[config.mk]
export PLATFORM = sky130hd
export DESIGN_NAME = mem_arbiter
export DESIGN_NICKNAME = d
export VERILOG_FILES = /design/src/rca_pkg.sv /design/src/mem_arbiter.sv
export VERILOG_INCLUDE_DIRS = /design/src
export SDC_FILE = /design/constraint.sdc
export NUM_CORES = 1
export LEC_CHECK = 0
export BUFFER_PORTS_ARGS = -buffer_cell sky130_fd_sc_hd__buf_2
export CAP_MARGIN = 10
export CELL_PAD_IN_SITES_DETAIL_PLACEMENT = 2
export CELL_PAD_IN_SITES_GLOBAL_PLACEMENT = 2
export CORE_MARGIN = 3
export CORE_UTILIZATION = 19
export CTS_BUF_LIST = sky130_fd_sc_hd__clkbuf_4 sky130_fd_sc_hd__clkbuf_8 sky130_fd_sc_hd__clkbuf_16
export DETAILED_ROUTE_END_ITERATION = 12
export GPL_TIMING_DRIVEN = 0
export PLACE_DENSITY = 0.73
export REMOVE_ABC_BUFFERS = 1
export SLEW_MARGIN = 30
export SYNTH_ARGS = -nofsm -noshare
export SYNTH_HDL_FRONTEND = slang
export SYNTH_SLANG_ARGS = --single-unit
[constraint.sdc]
create_clock -name clk -period 4.4 [get_ports clk]
set_input_delay 0.88 -clock clk [delete_from_list [all_inputs] [get_ports clk]]
set_output_delay 0.88 -clock clk [all_outputs]
set_load 0.02 [all_outputs]
[src/rca_consts.svh]
`ifndef RCA_CONSTS_SVH
`define RCA_CONSTS_SVH

// Data and address width
`define XLEN 32

// Rows of the compute grid, one request slot each
`define GRID_ROWS 4

// Packets the load/store queue can buffer
`define PKT_DEPTH 4

// Data memory depth in words
`define MEM_WORDS 256

`endif

[src/rca_pkg.sv]
package rca_pkg;

    // Memory opcode of a grid row or host request
    typedef enum logic {
        OP_LOAD  = 1'b0,
        OP_STORE = 1'b1
    } mem_op_e;

    // APB phase of the memory arbiter
    typedef enum logic [1:0] {
        ARB_IDLE   = 2'd0,
        ARB_SETUP  = 2'd1,
        ARB_ACCESS = 2'd2
    } arb_state_e;

endpackage

[src/mem_arbiter.sv]
`timescale 1ns/1ps
`include "rca_consts.svh"

module mem_arbiter (
    input  logic             clk,
    input  logic             rst_n,
    input  logic             host_req,
    input  rca_pkg::mem_op_e host_op,
    input  logic [`XLEN-1:0] host_addr,
    input  logic [`XLEN-1:0] host_wdata,
    output logic             host_done,
    output logic [`XLEN-1:0] host_rdata,
    input  logic             lsq_req,
    input  rca_pkg::mem_op_e lsq_op,
    input  logic [`XLEN-1:0] lsq_addr,
    input  logic [`XLEN-1:0] lsq_wdata,
    input  logic             lsq_lock,
    output logic             lsq_done,
    output logic [`XLEN-1:0] lsq_rdata,
    output logic             psel,
    output logic             penable,
    output logic             pwrite,
    output logic [`XLEN-1:0] paddr,
    output logic [`XLEN-1:0] pwdata,
    input  logic [`XLEN-1:0] prdata,
    input  logic             pready
);
    rca_pkg::arb_state_e state;
    logic                owner_lsq;
    logic                grant_lsq;
    logic                grant_host;
    logic                complete;

    // The lock alone decides which master may start
    assign grant_lsq  = lsq_lock && lsq_req;
    assign grant_host = !lsq_lock && host_req;

    always_ff @(posedge clk or negedge rst_n) begin
        if (!rst_n) begin
            state     <= rca_pkg::ARB_IDLE;
            owner_lsq <= 1'b0;
        end else begin
            case (state)
                rca_pkg::ARB_IDLE: begin
                    if (grant_lsq || grant_host) begin
                        state     <= rca_pkg::ARB_SETUP;
                        owner_lsq <= grant_lsq;
                    end
                end
                rca_pkg::ARB_SETUP:  state <= rca_pkg::ARB_ACCESS;
                rca_pkg::ARB_ACCESS: if (pready) state <= rca_pkg::ARB_IDLE;
                default:             state <= rca_pkg::ARB_IDLE;
            endcase
        end
    end

    // Transfer fields frozen at grant, stable for the whole APB transfer
    always_ff @(posedge clk) begin
        if (state == rca_pkg::ARB_IDLE) begin
            if (grant_lsq) begin
                pwrite <= (lsq_op == rca_pkg::OP_STORE);
                paddr  <= lsq_addr;
                pwdata <= lsq_wdata;
            end else if (grant_host) begin
                pwrite <= (host_op == rca_pkg::OP_STORE);
                paddr  <= host_addr;
                pwdata <= host_wdata;
            end
        end
    end

    assign psel     = (state != rca_pkg::ARB_IDLE);
    assign penable  = (state == rca_pkg::ARB_ACCESS);
    assign complete = penable && pready;

    assign host_done  = complete && !owner_lsq;
    assign lsq_done   = complete && owner_lsq;
    assign host_rdata = prdata;
    assign lsq_rdata  = prdata;

endmodule

After elaboration in Yosys (flattened, before gate mapping)
Index checks and enable logic that the tools add are counted.
{"block": "op_classes", "add_sub_neg": 0, "multipliers": 0, "div": 0, "n_lt_le_gt_ge": 0, "eq_ne": 4, "n_shift": 0, "n_mux": 9, "bitwise_logic": 0, "n_reduce_logical": 14}
{"cell": "two-way mux 32 bit", "n": 4}
{"cell": "case mux 2 bit (3 select lines)", "n": 1}
{"cell": "AND reduction 2 bit", "n": 3}
{"cell": "logical AND 1 bit", "n": 5}
{"cell": "two-way mux 2 bit", "n": 2}
{"cell": "nonzero test 2 bit", "n": 2}
{"cell": "== test 2 x 1 -> 1 bit, second input constant", "n": 1}
{"cell": "== test 2 bit, second input constant", "n": 1}
{"cell": "logical NOT 1 bit", "n": 2}
{"cell": "logical NOT 2 bit", "n": 1}
{"cell": "two-way mux 1 bit", "n": 2}
{"cell": "inequality test 2 x 1 -> 1 bit, second input constant", "n": 1}
{"cell": "inequality test 2 bit, second input constant", "n": 1}
{"cell": "logical OR 1 bit", "n": 1}
{"block": "word_totals", "regBits": 68, "latch_bits": 0, "ram_bits": 0, "mem_bits_ro": 0, "in_bits": 168, "elab_cells": 32, "memories": 0}

Logic depth before layout (Yosys ltp)
{"block": "logic_depth", "depth_word": 5, "ltp_mapped": 4}

Worst setup path after synthesis
Ideal clock, no wire load.
{"block": "synth_path", "kind": "in2reg", "startpoint": "in lsq_lock", "endpoint": "reg paddr[0] (enable)", "arrival_time_ns": 4.438, "required_time_ns": 3.891, "setup_slack_ns": -0.547, "path_stages": 4, "path_buffers": 2, "path_cell_list": "nand2_1 buf_6 buf_6 a21oi_1"}
{"block": "synth_between", "elab_chain_len": 4}
{"element": "start: declaration", "line": "mem_arbiter.sv:17", "rtl": "input logic lsq_lock,"}
{"element": "logical NOT 1 bit", "line": "mem_arbiter.sv:36", "rtl": "assign grant_host = !lsq_lock && host_req;"}
{"element": "logical AND 1 bit", "line": "mem_arbiter.sv:36"}
{"element": "nonzero test 2 bit (no source line) *"}
{"element": "AND reduction 2 bit (no source line) *"}
{"element": "end signal: assignment", "line": "mem_arbiter.sv:62", "rtl": "paddr <= lsq_addr;"}
{"element": "end signal: assignment", "line": "mem_arbiter.sv:66", "rtl": "paddr <= host_addr;"}
{"element": "end: declaration", "line": "mem_arbiter.sv:23", "rtl": "output logic [`XLEN-1:0] paddr,"}
Mark *: on every way between the ends. The rest lies on a longest branch, timed or not.
A chain may end at the register's enable or synchronous reset.

Worst setup path after layout
{"block": "layout_path", "startpoint": "in lsq_lock", "endpoint": "reg pwdata[21] (enable)"}
{"block": "layout_between", "elab_chain_len": 4}
{"element": "logical NOT 1 bit", "line": "mem_arbiter.sv:36"}
{"element": "logical AND 1 bit", "line": "mem_arbiter.sv:36"}
{"element": "nonzero test 2 bit (no source line) *"}
{"element": "AND reduction 2 bit (no source line) *"}
{"element": "end signal: assignment", "line": "mem_arbiter.sv:63", "rtl": "pwdata <= lsq_wdata;"}
{"element": "end signal: assignment", "line": "mem_arbiter.sv:67", "rtl": "pwdata <= host_wdata;"}
{"element": "end: declaration", "line": "mem_arbiter.sv:24", "rtl": "output logic [`XLEN-1:0] pwdata,"}
Marked as above.

==> impl_results.md <==
- Detail Placement HPWL: 10.08 mm
- CTS tree: done
- R2R Setup Slk: 2.33 ns
- Post-Place Cell Area: 0.004327 sq mm
- Post-synthesis adder-cell area fraction: 0
- #FFs+latches synth: 68
- Synth Area in Simple Gates: 0.01164
- CTS Root Cell: clkbuf_16
- CTS Sinks: 68
- Most common cell after layout, fill and taps aside: buf_2
- Worst-Skew Late Latency: 0.33 ns
- Synth top area share: 0.5677
- P_leak: 2.021 nW
- Max Fanout on Critical Path: 41
- Core area: 0.01748 sq mm
- Clock Tree Buf Depth: 2
- # diodes: 0
- Layout cell share with drive strength beyond 1: 0.7790
- Crit path to: pwdata[21]
- RR Endpoint: pwdata[21]
- Slew at the pin closest to its max-slew limit: 0.5245 ns
- TritonCTS Buffers: 9
- CP startpoint: lsq_lock
- Syn. warnings: 0
- Gpl congestion: 0.7348
- Total gr overflow: 0
- Final min period: 2.620 ns
- Critical path arrival: 2.66 ns
- H-tree depth: 3
- Largest net degree at the start of global routing: 42
- Syn Area/Cell: 15.70 sq um
- Hold buffers post-CTS: 0
- Initial antenna violation count: 0
- Power Density: 442.9 mW/mm^2
- Setup CP Type: in -> reg
- Die height: 140.5 microns
- Mux cell area share after synthesis: 0.2347
- Overall power: 2.028 mW
- Max-Cap Viols: 0
- Fin nets: 535
- RSZ-0062 raised after global routing: false
- Worst reg2reg path depth: 5
- Fillers: 1925
- Ports: 301
- Met3 routed WL: 2.367 mm
- 1st-pass router iterations: 4
- Setup_tns: 0 ns
- Vias in the first global route: 2678
- Starting DRT DRC Count: 44
- DIE WIDTH: 140.5 microns
- Buffers on Ports: 204
- Design Area, Final: 0.004579 sq mm
- Die area: 0.01975 sq mm
- Synth Area in Compound Gates: 0.006550
- Main area contributors after synthesis: edfxtp_1 (57%), mux2_2 (16%), buf_4 (14%), mux2_4 (7.4%), dfrtp_1 (2.2%)
- First-pass GRT wire length: 17.64 mm
- Drt wl/cell: 20.64 microns
- Final Cycle Share: 0.5954
- Max layer used: met5
- Slew HR: 0.6496
- M1 WL: 4.598 mm
- Req. time, crit path: 4.44 ns
- Initial Util: 0.1967
- Synth Area in XOR/XNOR: 0
- Commonest cells after routing, fill and taps aside: buf_2 (204), edfxtp_1 (65), mux2_2 (49)
- Cell Rows: 48
- Worst Setup Start Kind: input pin
- Synth cell types: 18
- Fin. max-slew vios: 0
- Vias per cell: 3.945
- Status: completed
- Final hold viol count: 0
- Worst-path clk slew: 0.05 ns
- Area delta synth->final: 33.19%
- Met2 routed WL: 5.094 mm
- Setup bufs post-CTS: 0
- Crit. End Element: flop
- Main combinational cell family by area after synthesis: multiplexers
- Critical R2R Launch: state[1]
- DRC: 0
- Worst min-delay path class: in -> async
- Sequential area share after synthesis: 0.5895
- Cells after synthesis: 219
- Worst vdd ir: 162.2 uV
- Total Wirelength: 12.30 mm
- Resize count post-CTS: 0
- Fmax: 381.7 MHz
- ANT nets after route: 0
- Vias: 2351
- Cell taking the most area after synthesis: edfxtp_1
- Area of the mapped netlist: 0.003438 sq mm
- Final Setup Violations: 0
- Tot GR Track Use: 0.1236
- Clk_skew: 0.005617 ns
==> report_power, final <==
group          leakage (nW)  total [mW]  switching (mW)  internal, mW
sequential            0.646       0.876          0.0268         0.849
clock                 0.126       0.643           0.267         0.376
combinational          1.25       0.509           0.301         0.208
==> metrics by stage <==
step                instances  setup WS (ns)  utilization  hold slack [ns]
floorplan                 147         -2.007            -           0.4839
CTS                       596          1.702       0.2620           0.3168
finish                    596          1.780       0.2620           0.3409
global placement          576         -5.039       0.2405           0.5031
global route              596          1.606       0.2620           0.3197
detailed placement        581          1.359       0.2476           0.5307
==> worst min-delay path by stage <==
stage               slack [ns]         to  cells after the start      start
finish                    0.34  owner_lsq                      1      rst_n
global route              0.32  owner_lsq                      1      rst_n
CTS                       0.32  owner_lsq                      1      rst_n
detailed placement        0.53  owner_lsq                      2  owner_lsq
global placement          0.50  owner_lsq                      2  owner_lsq
floorplan                 0.48  owner_lsq                      2  owner_lsq
==> cell families (layout without fill, tap and decap cells) <==
kind of cell    after synthesis  count (layout)
buf+inv                      73             225
mux                          66              66
compound gates                4               4
simple gates                  8               8
flops                        68              68
==> cell usage after synthesis <==
master,number
and3_1,1
buf_4,64
nor2b_1,1
nand2b_1,1
edfxtp_1,65
nand2_1,2
buf_2,4
nor2_1,2
o21ai_0,1
mux2_2,49
inv_1,1
buf_6,3
mux2_4,17
a21oi_1,2
clkbuf_1,1
dfrtp_1,3
o31ai_1,1
or2_2,1
==> area by class of cell <==
| cell class | count | area (sq um) | share of cell area |
|---|---|---|---|
| flip-flops and latches | 68 | 2027 | 0.4426 |
| clock inverters | 5 | 20.02 | 0.004372 |
| inverters | 1 | 3.754 | 0.0008197 |
| clock buffers | 10 | 232.7 | 0.05082 |
| well taps | 225 | 281.5 | 0.06148 |
| repair buffers | 209 | 1126 | 0.2459 |
| multi-input cells | 78 | 888.4 | 0.1940 |
==> sequential cells by signal, indices dropped and copies added, names as in the netlist <==
name / flops
pwdata: 32
pwrite: 1
paddr: 32
owner_lsq: 1
state: 2
==> critical path, stage by stage <==
cell and delay [ns]:
buf_2 0.12, nand2_4 0.28, buf_12 0.31, a21oi_4 0.47
buf_8 0.23, buf_8 0.16, buf_16 0.17
==> routing by layer <==
layer	vias up	track usage
met3	12	0.1144
met4	2	0.04640
met5	-	0.03008
met1	1101	0.1344
li1	1022	-
met2	214	0.1653
Note: power is estimated with default switching activity, not from simulation.
